### src/common/dot_matrix_params.svh
`ifndef DOT_MATRIX_PARAMS_SVH
`define DOT_MATRIX_PARAMS_SVH

// rows scanned per frame
`define DM_ROWS 8

// glyphs with a bitmap in the table
`define DM_GLYPHS 12

// flops per synchronizer chain
`define DM_SYNC_STAGES 2

`endif
### src/common/dot_matrix_pkg.sv
`default_nettype none

package dot_matrix_pkg;

    // glyph number, 0..11 defined, 12..15 show nothing
    typedef logic [3:0] glyph_id_t;

    // scanned row, 0 is the top row
    typedef logic [2:0] row_idx_t;

    // one row of one color, bit 7 = leftmost column, 1 = lit
    typedef logic [7:0] col_bits_t;

endpackage

`default_nettype wire

### src/common/dot_matrix_if.sv
`timescale 1ns/1ns
`default_nettype none

// synchronized controls plus the current scan row
interface scan_if;
    logic                    enable;
    logic                    temp_hot;
    dot_matrix_pkg::glyph_id_t glyph;
    dot_matrix_pkg::row_idx_t  row_idx;

    modport source (output enable, output temp_hot, output glyph);
    modport counter (input enable, output row_idx);
    modport lookup (input enable, input temp_hot, input glyph, input row_idx);
endinterface

// one row of pixel data per clock, no back-pressure
interface pixel_if;
    logic                     valid;
    dot_matrix_pkg::row_idx_t  row_idx;
    dot_matrix_pkg::col_bits_t green;
    dot_matrix_pkg::col_bits_t red;

    modport source (output valid, output row_idx, output green, output red);
    modport sink (input valid, input row_idx, input green, input red);
endinterface

`default_nettype wire

### src/verilog/dot_matrix_top.sv
`timescale 1ns/1ns
`default_nettype none

module dot_matrix_top (
    input  wire logic                       clk,
    input  wire logic                       rst,
    input  wire logic                       st,
    input  wire logic                       temp,
    input  wire dot_matrix_pkg::glyph_id_t  num,
    output      logic [7:0]                 row,
    output      dot_matrix_pkg::col_bits_t  colg,
    output      dot_matrix_pkg::col_bits_t  colr
);

    scan_if  scan ();
    pixel_if pix ();

    input_sync u_input_sync (
        .clk  (clk),
        .rst  (rst),
        .st   (st),
        .temp (temp),
        .num  (num),
        .scan (scan.source)
    );

    row_scanner u_row_scanner (
        .clk  (clk),
        .rst  (rst),
        .scan (scan.counter)
    );

    glyph_rom u_glyph_rom (
        .clk  (clk),
        .rst  (rst),
        .scan (scan.lookup),
        .pix  (pix.source)
    );

    row_driver u_row_driver (
        .clk  (clk),
        .rst  (rst),
        .pix  (pix.sink),
        .row  (row),
        .colg (colg),
        .colr (colr)
    );

endmodule

`default_nettype wire

### src/dot_matrix/row_driver.sv
`timescale 1ns/1ns
`default_nettype none

module row_driver (
    input  wire logic                       clk,
    input  wire logic                       rst,
    pixel_if.sink                           pix,
    output      logic [7:0]                 row,
    output      dot_matrix_pkg::col_bits_t  colg,
    output      dot_matrix_pkg::col_bits_t  colr
);

    logic [7:0] row_sel;

    // active-low one-hot with row 0 on bit 0
    assign row_sel = ~(8'b0000_0001 << pix.row_idx);

    always_ff @(posedge clk or posedge rst)
    begin
        if (rst)
        begin
            row  <= 8'hff;
            colg <= '0;
            colr <= '0;
        end
        else if (!pix.valid)
        begin
            row  <= 8'hff; // blanked
            colg <= '0;
            colr <= '0;
        end
        else
        begin
            row  <= row_sel;
            colg <= pix.green;
            colr <= pix.red;
        end
    end

    // an active row is followed by the next row while the scan runs
    a_row_step: assert property (
        @(posedge clk) disable iff (rst)
        (row != 8'hff && pix.valid) |=> (row == $past({row[6:0], row[7]}))
    );

endmodule

`default_nettype wire

### src/dot_matrix/glyph_rom.sv
`timescale 1ns/1ns
`default_nettype none

`include "dot_matrix_params.svh"

module glyph_rom (
    input  wire logic clk,
    input  wire logic rst,
    scan_if.lookup    scan,
    pixel_if.source   pix
);

    dot_matrix_pkg::col_bits_t green_d;
    dot_matrix_pkg::col_bits_t red_d;
    logic                      valid_q;

    function automatic dot_matrix_pkg::col_bits_t green_of(
        input dot_matrix_pkg::glyph_id_t g,
        input dot_matrix_pkg::row_idx_t  r
    );
        dot_matrix_pkg::col_bits_t bits;
        bits = '0;
        case (g)
            4'd0:
                case (r)
                    3'd2, 3'd5: bits = 8'b0001_1000;
                    3'd3, 3'd4: bits = 8'b0011_1100;
                    default:    bits = '0;
                endcase
            4'd1:
                case (r)
                    3'd2, 3'd5: bits = 8'b0011_1000;
                    3'd3, 3'd4: bits = 8'b0111_1100;
                    default:    bits = '0;
                endcase
            4'd2:
                case (r)
                    3'd2, 3'd5: bits = 8'b0011_1100;
                    3'd3, 3'd4: bits = 8'b0111_1110;
                    default:    bits = '0;
                endcase
            4'd3:
                case (r)
                    3'd1, 3'd6:             bits = 8'b0011_1100;
                    3'd2, 3'd3, 3'd4, 3'd5: bits = 8'b0111_1110;
                    default:                bits = '0;
                endcase
            4'd4:
                case (r)
                    3'd0, 3'd7: bits = 8'b0011_1100;
                    3'd1, 3'd6: bits = 8'b0111_1110;
                    default:    bits = 8'b1111_1111;
                endcase
            4'd5: bits = 8'b1111_1111; // full panel
            4'd6:
                case (r)
                    3'd0: bits = 8'b1100_0011;
                    3'd1: bits = 8'b1110_0011;
                    3'd2: bits = 8'b1111_0001;
                    3'd3: bits = 8'b1110_0011;
                    3'd4: bits = 8'b1100_0111;
                    3'd5: bits = 8'b1110_0111;
                    3'd6: bits = 8'b1111_0111;
                    default: bits = 8'b1111_1011;
                endcase
            4'd7:
                case (r)
                    3'd1: bits = 8'b0000_0001;
                    3'd2: bits = 8'b1000_0001;
                    3'd3: bits = 8'b1100_0011;
                    3'd4: bits = 8'b1000_0011;
                    3'd5: bits = 8'b1100_0111;
                    3'd6: bits = 8'b1110_0111;
                    3'd7: bits = 8'b1111_0011;
                    default: bits = '0;
                endcase
            4'd8:
                case (r)
                    3'd1: bits = 8'b0011_1000;
                    3'd2: bits = 8'b0100_0100;
                    3'd3: bits = 8'b0101_1010;
                    3'd4: bits = 8'b0100_1010;
                    3'd5: bits = 8'b0011_0010;
                    3'd6: bits = 8'b1100_0100;
                    3'd7: bits = 8'b0011_1000;
                    default: bits = '0;
                endcase
            4'd9:
                case (r)
                    3'd2: bits = 8'b0110_0000;
                    3'd3: bits = 8'b1111_1100;
                    3'd4: bits = 8'b0011_1111;
                    3'd5: bits = 8'b0011_1110;
                    3'd6: bits = 8'b0001_1100;
                    default: bits = '0;
                endcase
            4'd10:
                case (r)
                    3'd2:       bits = 8'b0001_1000;
                    3'd3:       bits = 8'b0011_1100;
                    3'd4, 3'd5: bits = 8'b0111_1110;
                    3'd6:       bits = 8'b0010_0100;
                    default:    bits = '0;
                endcase
            default: bits = '0; // 11 is red only
        endcase
        return bits;
    endfunction

    // red-only bitmap of glyph 11
    function automatic dot_matrix_pkg::col_bits_t red11_of(input dot_matrix_pkg::row_idx_t r);
        dot_matrix_pkg::col_bits_t bits;
        case (r)
            3'd0: bits = 8'b1110_0000;
            3'd1: bits = 8'b0110_0000;
            3'd2: bits = 8'b1110_0000;
            3'd3: bits = 8'b0011_0000;
            3'd4: bits = 8'b0011_0001;
            3'd5: bits = 8'b0011_0011;
            3'd6: bits = 8'b0011_1110;
            default: bits = 8'b0001_1100;
        endcase
        return bits;
    endfunction

    always_comb
    begin
        if (scan.glyph < 4'(`DM_GLYPHS))
            green_d = green_of(scan.glyph, scan.row_idx);
        else
            green_d = '0;

        case (scan.glyph)
            4'd8:                      red_d = green_of(4'd8, scan.row_idx); // own bitmap in the same shape
            4'd11:                     red_d = red11_of(scan.row_idx);
            4'd6, 4'd7, 4'd9:          red_d = green_d;
            4'd0, 4'd1, 4'd2, 4'd3,
            4'd4, 4'd5:                red_d = scan.temp_hot ? green_d : '0;
            default:                   red_d = '0;
        endcase
    end

    always_ff @(posedge clk or posedge rst)
    begin
        if (rst)
            valid_q <= 1'b0;
        else
            valid_q <= scan.enable;
    end

    always_ff @(posedge clk)
    begin
        pix.row_idx <= scan.row_idx;
        pix.green   <= scan.enable ? green_d : '0;
        pix.red     <= scan.enable ? red_d : '0;
    end

    assign pix.valid = valid_q;

    // red only lights where green does, apart from the glyphs with red art
    a_red_subset: assert property (
        @(posedge clk) disable iff (rst)
        !($past(scan.glyph) inside {4'd8, 4'd11}) |-> ((pix.red & ~pix.green) == '0)
    );

endmodule

`default_nettype wire

### src/dot_matrix/row_scanner.sv
`timescale 1ns/1ns
`default_nettype none

`include "dot_matrix_params.svh"

module row_scanner (
    input  wire logic clk,
    input  wire logic rst,
    scan_if.counter   scan
);

    localparam dot_matrix_pkg::row_idx_t LAST_ROW = 3'(`DM_ROWS - 1);

    dot_matrix_pkg::row_idx_t row_q;

    always_ff @(posedge clk or posedge rst)
    begin
        if (rst)
            row_q <= '0;
        else if (!scan.enable)
            row_q <= '0; // restart at the top on every enable
        else if (row_q == LAST_ROW)
            row_q <= '0;
        else
            row_q <= row_q + 3'd1;
    end

    assign scan.row_idx = row_q;

    // counter wraps 7 -> 0 through the 3-bit width
    a_row_step: assert property (
        @(posedge clk) disable iff (rst)
        scan.enable |=> (row_q == $past(row_q) + 3'd1)
    );

endmodule

`default_nettype wire

### src/verilog/input_sync.sv
`timescale 1ns/1ns
`default_nettype none

`include "dot_matrix_params.svh"

module input_sync (
    input  wire logic                      clk,
    input  wire logic                      rst,
    input  wire logic                      st,
    input  wire logic                      temp,
    input  wire dot_matrix_pkg::glyph_id_t num,
    scan_if.source                         scan
);

    localparam int N = `DM_SYNC_STAGES;

    logic [N-1:0] st_sr;
    logic [N-1:0] temp_sr;
    dot_matrix_pkg::glyph_id_t [N-1:0] num_sr; // same depth keeps num aligned with st

    always_ff @(posedge clk or posedge rst)
    begin
        if (rst)
        begin
            st_sr   <= '0;
            temp_sr <= '0;
            num_sr  <= '0;
        end
        else
        begin
            st_sr   <= {st_sr[N-2:0], st};
            temp_sr <= {temp_sr[N-2:0], temp};
            num_sr  <= {num_sr[N-2:0], num};
        end
    end

    assign scan.enable   = st_sr[N-1];
    assign scan.temp_hot = temp_sr[N-1];

    // no stale glyph while blanked
    assign scan.glyph = st_sr[N-1] ? num_sr[N-1] : '0;

endmodule

`default_nettype wire

### config.mk
export PLATFORM = sky130hd
export DESIGN_NAME = dot_matrix_top
export DESIGN_NICKNAME = d
export VERILOG_FILES = /design/src/common/dot_matrix_pkg.sv /design/src/common/dot_matrix_if.sv /design/src/verilog/dot_matrix_top.sv /design/src/dot_matrix/row_driver.sv /design/src/dot_matrix/glyph_rom.sv /design/src/dot_matrix/row_scanner.sv /design/src/verilog/input_sync.sv
export VERILOG_INCLUDE_DIRS = /design/src /design/src/common
export SDC_FILE = /design/constraint.sdc
export NUM_CORES = 1
export LEC_CHECK = 0
export BUFFER_PORTS_ARGS = -buffer_cell sky130_fd_sc_hd__clkbuf_2
export CAP_MARGIN = 20
export CORE_ASPECT_RATIO = 1.25
export CORE_MARGIN = 2
export CORE_UTILIZATION = 52
export CTS_CLUSTER_DIAMETER = 150
export CTS_CLUSTER_SIZE = 30
export DETAILED_ROUTE_END_ITERATION = 7
export GPL_ROUTABILITY_DRIVEN = 0
export PLACE_DENSITY = 0.78
export SLEW_MARGIN = 20
export SYNTH_ARGS = -nofsm -noshare
export SYNTH_HDL_FRONTEND = slang
export SYNTH_SLANG_ARGS = --single-unit
### constraint.sdc
create_clock -name clk -period 2.56 [get_ports clk]
set_input_delay 0.256 -clock clk [delete_from_list [all_inputs] [get_ports clk]]
set_output_delay 0.256 -clock clk [all_outputs]
set_load 0.01 [all_outputs]
## After elaboration in Yosys (flattened, before gate mapping)

Index checks and enable logic that the tools add are counted.

| word-level totals | value |
|---|---|
| register bits after elaboration | 59 |
| bits of input ports | 8 |
| output and inout bits | 24 |
| logic and storage cells | 68 |

| operators by class | value |
|---|---|
| add/subtract/negate cells | 1 |
| magnitude comparators | 1 |
| eq/ne operators | 18 |
| shifts and indexed selects | 1 |
| mux-type cells | 21 |
| bitwise gates (word level) | 1 |
| reduce and logical (&&, ||, !) cells | 13 |

Operator list:

| kind | count |
|---|---|
| case mux 8 bit (6 select lines) | 2 |
| case mux 8 bit (11 select lines) | 1 |
| case mux 8 bit (7 select lines) | 1 |
| case mux 7 bit (2 select lines) | 3 |
| two-way mux 8 bit | 5 |
| case mux 8 bit (5 select lines) | 1 |
| case mux 6 bit (6 select lines) | 1 |
| case mux 8 bit (4 select lines) | 1 |
| case mux 7 bit (4 select lines) | 1 |
| equality test 4 x 3 -> 1 bit, second input constant | 4 |
| equality test 4 bit, second input constant | 4 |
| case mux 8 bit (2 select lines) | 1 |
| OR reduction 2 bit | 8 |
| equality test 3 bit, second input constant | 4 |
| case mux 6 bit (2 select lines) | 1 |
| equality test 4 x 2 -> 1 bit, second input constant | 2 |
| inverter 8 bit | 1 |
| << shifter 1 x 3 -> 8 bit, first input constant | 1 |
| equality test 3 x 2 -> 1 bit, second input constant | 2 |
| two-way mux 3 bit | 2 |
| OR reduction 6 bit | 1 |
| equality test 4 x 1 -> 1 bit, second input constant | 1 |
| zero test 4 bit | 1 |
| less-than comparator 4 bit, second input constant | 1 |
| other kinds (6) | 6 |

## Depth between registers and ports, before layout

Gate-level depths: netlist (run 1).

| depth | value |
|---|---|
| word-level depth | 7 |
| depth in mapped cells | 9 |
| mapped depth without buffers | 7 |

## By module

From an unflattened synthesis (run 1), not the netlist that was laid out.

| unflattened totals | value |
|---|---|
| cells, all modules | 269 |
| area total of the unflattened synthesis | 2777.7 um2 |

Modules (own cells, without submodules):

| module | times used | cells each | area each (um2) | seq. area each (um2) |
|---|---|---|---|---|
| glyph_rom | 1 | 192 | 1519.0 | 405.4 |
| row_driver | 1 | 51 | 798.3 | 610.6 |
| input_sync | 1 | 17 | 329.1 | 300.3 |
| row_scanner | 1 | 9 | 131.4 | 75.1 |

## Least setup slack after synthesis (run 1)

Ideal clock, no wire load.

| timing path | value |
|---|---|
| path type | reg2reg |
| start | register u_row_scanner.row_q[2] (netlist: u_row_scanner.scan.row_idx[2]) |
| end | register u_glyph_rom.pix.red[4] |
| library setup time | 141 ps |
| arrival | 2253 ps |
| required time | 2419 ps |
| path slack | 167 ps |
| stages on the path, launching flop included | 9 |
| path buffers | 1 |
| period minus slack after synthesis | 2393 ps |
| cells stage by stage | dfrtp_1 > buf_6 > inv_1 > ha_1 > a2111oi_4 > nor3_2 > or4_4 > nor4_4 > a221oi_2 |

| between the ends | value |
|---|---|
| cells in the longest elaborated chain, start to end | 7 |
| elaborated cells on any way between the ends | 30 |
| those cells by class | 7 x eq/ne; 14 x mux; 9 x reduce/logical |

Ends and longest elaborated chain:

| element | RTL line | RTL |
|---|---|---|
| start, declared | row_scanner.sv:14 | `dot_matrix_pkg::row_idx_t row_q;` |
| start signal, assigned | row_scanner.sv:25 | `row_q <= row_q + 3'd1;` |
| equality test 3 bit (tied with other cells) | glyph_rom.sv:67, glyph_rom.sv:78 |  |
| OR reduction 2 bit (no source line) (tied with other cells) | - |  |
| case mux 8 bit (6 select lines) (tied with other cells) | glyph_rom.sv:78 | `case (r)` |
| case mux 8 bit (11 select lines) | glyph_rom.sv:23 | `case (g)` |
| two-way mux 8 bit | glyph_rom.sv:128 | `` if (scan.glyph < 4'(`DM_GLYPHS)) `` |
| two-way mux 8 bit | glyph_rom.sv:138 | `4'd4, 4'd5: red_d = scan.temp_hot ? green_d : '0;` |
| case mux 8 bit (4 select lines) * | glyph_rom.sv:133 | `case (scan.glyph)` |
| end signal, assigned | glyph_rom.sv:155 | `pix.red <= scan.enable ? red_d : '0;` |
| end, declared | dot_matrix_if.sv:23 | `modport source (output valid, output row_idx, output green, output red);` |

Every way passes the cells marked *; elsewhere a longest branch is shown, timed or not.
A chain may end at the register's enable or synchronous reset.

## Worst setup path after layout (run 1)

| timing path | value |
|---|---|
| start | register u_row_scanner.row_q[0] (netlist: u_row_scanner.scan.row_idx[0]) |
| end | register u_glyph_rom.pix.red[4] |

The elaborated chain is that of the path after synthesis.

==> results of run 1 <==
[placed cells by master, fill, tap and decap left out, types with 5 or more instances in the layout]
cell type  count
nor3_1         9
nand3_1        7
nor2_1        15
dfstp_2        8
clkbuf_8       9
dfrtp_1       30
a21oi_1       10
nor2b_1        8
nand2_1       15
clkbuf_2      31
o21ai_0       11
dfxtp_1       19
and2_1        18
inv_1         11
a211oi_1       5
buf_4         20
ha_1           6
[layout make-up]
| class | instances | share of cell area, % |
|---|---|---|
| clock inverter | 7 | 2.29 |
| clock buffer | 9 | 3.71 |
| timing repair buffer | 53 | 9.75 |
| multi-input combinational | 183 | 38.9 |
| inverter | 11 | 1.24 |
| sequential | 59 | 41.8 |
| tap | 62 | 2.32 |
[cells by family (layout without fill, tap and decap cells)]
family / count (synthesis) / count (layout)
AND/OR/NAND/NOR: 109 / 109
AO/OA/AOI/OAI: 65 / 65
flip-flops: 59 / 59
buffers and inverters: 29 / 80
adder cells (fa/ha/maj): 8 / 8
multiplexers: 1 / 1
[worst max-delay path, cell delays in order, from the launching register on]
cell       delay [ns]
dfrtp_2          0.45
ha_1             0.26
ha_1             0.26
a2111oi_4        0.26
nor3_2           0.10
or4_4            0.54
nor4_4           0.33
a221oi_2         0.09
[per-layer routing]
layer / vias to the layer above / global-route usage [%]
met1: 1049 / 23.3
met4: 0 / 15.4
li1: 1067 / -
met3: 29 / 6.35
met5: - / 0
met2: 98 / 37.9
[registers in the layout, summed over array words and instances (netlist names)]
name,flops
u_row_driver.colg,8
u_input_sync.st_sr,2
u_row_driver.row,8
u_row_scanner.scan.row_idx,3
u_glyph_rom.pix.row_idx,3
u_input_sync.temp_sr,2
u_row_driver.colr,8
u_input_sync.num_sr,8
u_glyph_rom.pix.green,8
u_glyph_rom.pix.valid,1
u_glyph_rom.pix.red,8
[timing repair]
action | CTS | global route
endpoints found under the setup margin | 0 | 5
gates resized for setup | 0 | 7
hold endpoints to repair | 2 | 0
hold buffers | 2 | 0
setup buffers | 0 | 1
[worst max-delay path by stage]
| stage | end | depth (start not counted) |
|---|---|---|
| after global routing | u_glyph_rom.pix.red[4] | 7 |
| after CTS | u_glyph_rom.pix.red[4] | 7 |
| after global placement | u_glyph_rom.pix.green[2] | 8 |
| final | u_glyph_rom.pix.red[4] | 7 |
| after detailed placement | u_glyph_rom.pix.red[4] | 7 |
| after floorplan | u_glyph_rom.pix.red[4] | 8 |
[power breakdown]
group	total, mW	switching (mW)	internal (mW)
clock	0.832	0.379	0.453
combinational	0.296	0.168	0.127
sequential	1.01	0.0319	0.976
[stage by stage]
stage	utilization (%)	cells	instance area, µm²
after detailed placement	60.0	365	3090
after CTS	64.3	383	3310
after global placement	60.0	365	3090
final	64.8	384	3340
after floorplan	-	271	2810
after global routing	64.8	384	3340
==> run summary, run 1 <==
The flow ran to the end, and the final reports show no timing, DRC or antenna violations. Hold timing on the final database bottoms out at a slack of 0.0145 ns. The static power due to leakage came out at 1.46 nW. For this run, the leading register cell type out of synthesis is dfrtp_1.

The synthesized netlist devotes 0% of its cell area to XOR and XNOR gates. The worst hold path belongs to the class input pin to asynchronous set/reset pin. The I/O pin total was 32; the sum of met3 wire segment lengths after detailed routing was 390 µm. After synthesis, the share of flip-flops with an asynchronous set or reset is 67.8%.

The clock arrives with 0.0118 ns of skew. Detailed routing inserted a total of 2243 vias. TritonCTS built the clock tree. CTS built an H-tree with a depth of 3.

The total power consumption of the routed design is 2.14 mW, and the number of search-and-repair iterations in the first detailed-routing pass is 5. Of the post-synthesis cell area, the part taken by muxes is 0.401%. Summing all flip-flop and latch instances after layout gives 0.00139 mm². The type of the worst setup path was flip-flop to flip-flop. Yosys instantiated no cell more often than dfrtp_1. The initial core utilization is 54.4%.

Counting the fill cells in the layout gives 404. Detailed placement finished with a half-perimeter wire length of 4580 µm. The run gives 0 as the final setup violation count.

The transition time of the tightest slew-check pin was 0.625 ns; the average vias per placed instance was 5.84. Sorting the synthesized cells by area gives the leading types as dfrtp_1 (29%), dfxtp_1 (14%), dfstp_2 (7.5%). Data arrival time of the critical path: 2.63 ns. After detailed routing, the wire length on met1 is 2380 µm. The pre-CTS setup slack came out at 0.0502 ns.

The final-report max-slew violation count is 0. The uppermost metal layer occupied by signal nets was met4. The worst-path maximum fanout is 7. The worst register-to-register path begins at u_row_scanner.scan.row_idx[0].

The complex-gate fraction of the synthesized area is 18.3%. The tools report the number of distinct library cell variants in the gate-level netlist after synthesis as 68. The clock tree root driver cell was clkbuf_8. Number of placement rows: 29. The clock reaches the later pin of the worst-skew pair after 0.34 ns. The net count of the finished layout is 333.

The die covers 0.00600 mm². Each instance of the synthesized netlist takes up on average 10.4 µm². In this run the vertical extent of the chip is 86.1 µm.

Measured against its own limit, the worst slew margin works out to 57.9%. The fraction of final layout cells with drive strength greater than 1 is 32.9%, and the overall fraction of global-route tracks in use is 22.1%. Setup total negative slack on the finished layout was measured at 0 ns. The width of the chip works out to 69.7 µm.

Period utilization: 95.6%. Fraction of post-synthesis cell area in the top cell type by area: 28.5%. The commonest cells after synthesis are dfrtp_1 (32), dfxtp_1 (19), and2_1 (18).

The first global-routing pass estimated 10200 µm of wire. The critical path startpoint category was a flip-flop. The worst-case register-to-register setup slack is 0.11 ns, and the met2 layer wire length in the routed design is 3210 µm. Yosys mapped a number of flops with a built-in enable equal to 0. The number of hold violations in the final report is 0.

Of the total synthesized cell area, the portion taken by AND, OR, NAND and NOR gates is 23.5%. After synthesis the netlist holds a flip-flop and latch count of 59. The tools report the maximum clock path buffer count as 2.

The adder-cell share of the synthesized area is 3.57%. After detailed routing, the number of remaining DRC violations is 0. The logs give 2224 for the via count of the first global-routing pass and 271 for the synthesized netlist cell count. The initial antenna violation count is 0.

Setup slack on the critical path of the routed design comes to 0.114 ns. For the post-synth net total, the log shows 287. Summed over all layers, the routed wires come to 6250 µm.

Across the VDD grid, the largest voltage drop is 0.000452 V. The tools report the overall overflow remaining after global route as 0. The worst setup path is captured at a flip-flop. The total power per unit cell area was 640 mW/mm²; the warning count from the yosys run was 0. For this block, the initial DRC count from the detailed router was 154. Counting cells, the worst reg-to-reg path comes to 7. Data on the critical path is required at its endpoint by 2.74 ns.

The number of buffers added by the clock tree synthesis step came out at 9. The repair_antennas step left the layout with diodes totalling 0. The tools report the maximum number of pins on one net before global-route repair as 41. The capture point of the worst reg-to-reg path is u_glyph_rom.pix.red[4]. Largest family of logic cells by synthesized area: simple AND/OR/NAND/NOR gates. The final critical delay including setup and external delays is 2.45 ns.

Dividing the detail-routed wire length by the instance count gives 16.3 µm. The run gives 409 MHz as the upper clock frequency limit. The launch point of the critical path is u_row_scanner.scan.row_idx[0].

The clock transition at the register clock pins on the worst setup and hold paths after CTS works out to 0.08 ns. The multi-input combinational cell area was 0.00130 mm²; the area of the placeable core was 0.00515 mm². The area growth from synthesis to layout was 19.0%; the port buffer count was 31. The run gives 49.6% as the portion of the post-synthesis area used by sequential elements.

The residual antenna-violating net count after detailed routing was 0; the count of maximum capacitance violations was 0. Of all cell types, the one taking the most synthesized area is dfrtp_1. The total standard cell area after synthesis is 0.00281 mm², and the number of clock sinks seen by CTS is 59.
Note: power is estimated with default switching activity, not from simulation.
==> run 2: changes to the inputs <==
Settings changed: MAX_ROUTING_LAYER from default to met4.
==> run 2 against run 1 <==
Compared with the run above:
- setup slack got worse by 0.0064 ns
- design area unchanged
- sequential power about the same
- total power increased by 0.14%
- cell count unchanged
- wire length decreased by 0.19%
- critical path type unchanged
- largest power group unchanged
==> run summary, run 2 (synthesis gave the netlist of run 1 again) <==
The logs give 2.14 mW for the total power consumption of the routed design and 9 for the number of buffers added by the clock tree synthesis step. For the worst path required time, the log shows 2.74 ns. The total power per unit cell area works out to 641 mW/mm².

The logs give 0 for the number of hold violations in the final report and 57.7% for the worst relative slew slack. The worst-case setup margin in the final layout is 0.107 ns. The fraction of final layout cells with drive strength greater than 1 works out to 32.9%. The worst-path maximum fanout is 7, and the average vias per placed instance is 5.86.

The number of remaining DRC errors came out at 0. 0 antenna diodes ended up in the layout. The width of the chip came out at 69.7 µm.

For the pin with the worst max-slew slack, the measured transition is 0.628 ns. Most frequent standard cell in the layout excluding fill and tap cells: clkbuf_2. The final critical delay including setup and external delays works out to 2.45 ns. The run gives 39.0% as the part of the power in the clock network. The run finished with clean final reports. The average wire per cell in the routed design is 16.2 µm. The top cell types in the final layout, fill and taps aside, are clkbuf_2 (31), dfrtp_1 (30), buf_4 (20). The first TritonRoute pass finished after 5 iterations.

Residual antenna-violating net count after detailed routing: 0. The tools report the endpoint class of the critical path as a flip-flop. For this run, the total global-route usage over all layers was measured as 22.6%. For this design the total switching power over the nets is 0.582 mW.

Cell type of the slowest stage on the worst timing path: or4_4. The area growth from synthesis to layout came out at 19.0%. CTS saw 59 sinks. The logs give 3 for the H-tree depth reported by CTS and 0 ns for the setup TNS. The count of buffers added on input and output ports is 31.

The final-report max-slew violation count is 0, and the initial antenna violation count is 0. The longest clock path from root to sink contains 2 buffers. Of the available clock period, the critical path in the final layout requires 95.8%. The I/O pin total was 32. TritonCTS built the clock tree. The logs give 0.000452 V for the maximum VDD drop and 1.56 mW for the cell internal power dissipation. The worst hold path class is input pin to asynchronous set/reset pin.

The first global-routing pass estimated 10200 µm of wire. The clock transition at the register clock pins on the worst setup and hold paths after CTS was 0.07 ns; the detailed placer's ending HPWL was 4580 µm. Row generation in the floorplan step produced 29 rows. The clock latency reported for the late side of the worst-skew pair came out at 0.34 ns.

Critical path startpoint category: a flip-flop. The switching part of the total power came out at 27.2%. In this run, the number of DRC markers left after iteration 0 of detailed routing was 160. At the end of the flow, the number of nets in the layout was 333. Across the run, the number of max-cap violations was 0. The most numerous cell type found on the critical path is ha_1. In this design, the stage delay of the slowest critical-path cell is 0.54 ns. The die is 86.1 µm tall. For the upper clock frequency limit, the log shows 408 MHz. The die covers 0.00600 mm². The combinational cell fraction of total power is 13.8%. The critical path goes through ha_1, ha_1, a2111oi_4, nor3_2, or4_4, nor4_4, a221oi_2. Data on the critical path arrives at its endpoint at 2.64 ns.

The via count of the first global-routing pass is 2221. The root buffer cell chosen for the clock tree is clkbuf_8. In this run the standard cell core region covers 0.00515 mm². Hold timing on the final database bottoms out at a slack of 0.0126 ns.

Via count: 2249. The logs give 54.4% for the initial core utilization and 1.46 nW for the static power due to leakage. The setup path with the least slack is of type flip-flop to flip-flop. The maximum number of pins on one net before global-route repair is 41. The total detailed-routing wirelength was 6230 µm; the pre-CTS setup slack was 0.0502 ns.

The clock arrives with 0.0109 ns of skew. Registers are responsible for 47.1% of the overall power. The overall overflow remaining after global route was 0.

The final setup violation count was 0.
run 2: cell counts in the layout (fill, tap and decap cells not counted):
No cell type changed its count.
run 2: final timing paths:
check | startpoint | to | slack, ns | depth (start not counted)
setup / recovery | u_row_scanner.scan.row_idx[0] | u_glyph_rom.pix.red[4] | 0.11 | 7
hold / removal | rst | u_row_driver.colr[3] | 0.01 | 3
setup reg to reg | u_row_scanner.scan.row_idx[0] | u_glyph_rom.pix.red[4] | 0.11 | 7
hold reg to reg | u_input_sync.st_sr[0] | u_input_sync.st_sr[1] | 0.35 | 0
max in group asynchronous | rst | u_row_scanner.scan.row_idx[0] | 2.18 | 3
min in group clk | num[3] | u_input_sync.num_sr[3] | 0.03 | 1
run 2: final cells by class:
class | instances | area [µm²]
well taps | 62 | 77.6
multi-input cells | 183 | 1300
fillers | 404 | 1810
inverters | 11 | 41.3
flip-flops and latches | 59 | 1390
clock inverters | 7 | 76.3
clock buffers | 9 | 124
repair buffers | 53 | 325
run 2: timing repair:
action                                  in CTS  in global routing
endpoints found under the setup margin       0                  5
endpoints found under the hold margin        2                  0
buffers inserted                             0                  1
hold buffers                                 2                  0
resized for setup                            0                  7
run 2: power by group through the flow:
stage | clock [mW] | sequential, mW | combinational, mW
after floorplan | 0 | 1.02 | 0.196
after global routing | 0.906 | 1.02 | 0.321
final | 0.835 | 1.01 | 0.296
after global placement | 0 | 1.02 | 0.277
after CTS | 0.863 | 1.01 | 0.286
after detailed placement | 0 | 1.03 | 0.282
run 2: per-layer routing:
layer	global-route usage (%)	share of wire (%)
met3	6.11	6.3
met4	15.6	5.2
met1	23.1	38
met2	37.9	51
met5	-	0
run 2: through the flow:
stage | area (µm²) | cells | util [%]
final | 3340 | 384 | 64.8
after detailed placement | 3090 | 365 | 60.0
after floorplan | 2810 | 271 | -
after global routing | 3340 | 384 | 64.8
after CTS | 3310 | 383 | 64.3
after global placement | 3090 | 365 | 60.0
run 2: critical path, delay by kind of cell, from the launching register on:
| family | cells | cell delay, ns |
|---|---|---|
| AO/OA/AOI/OAI | 2 | 0.35 |
| adder cells (fa/ha/maj) | 2 | 0.53 |
| flip-flops | 1 | 0.45 |
| AND/OR/NAND/NOR | 3 | 0.97 |
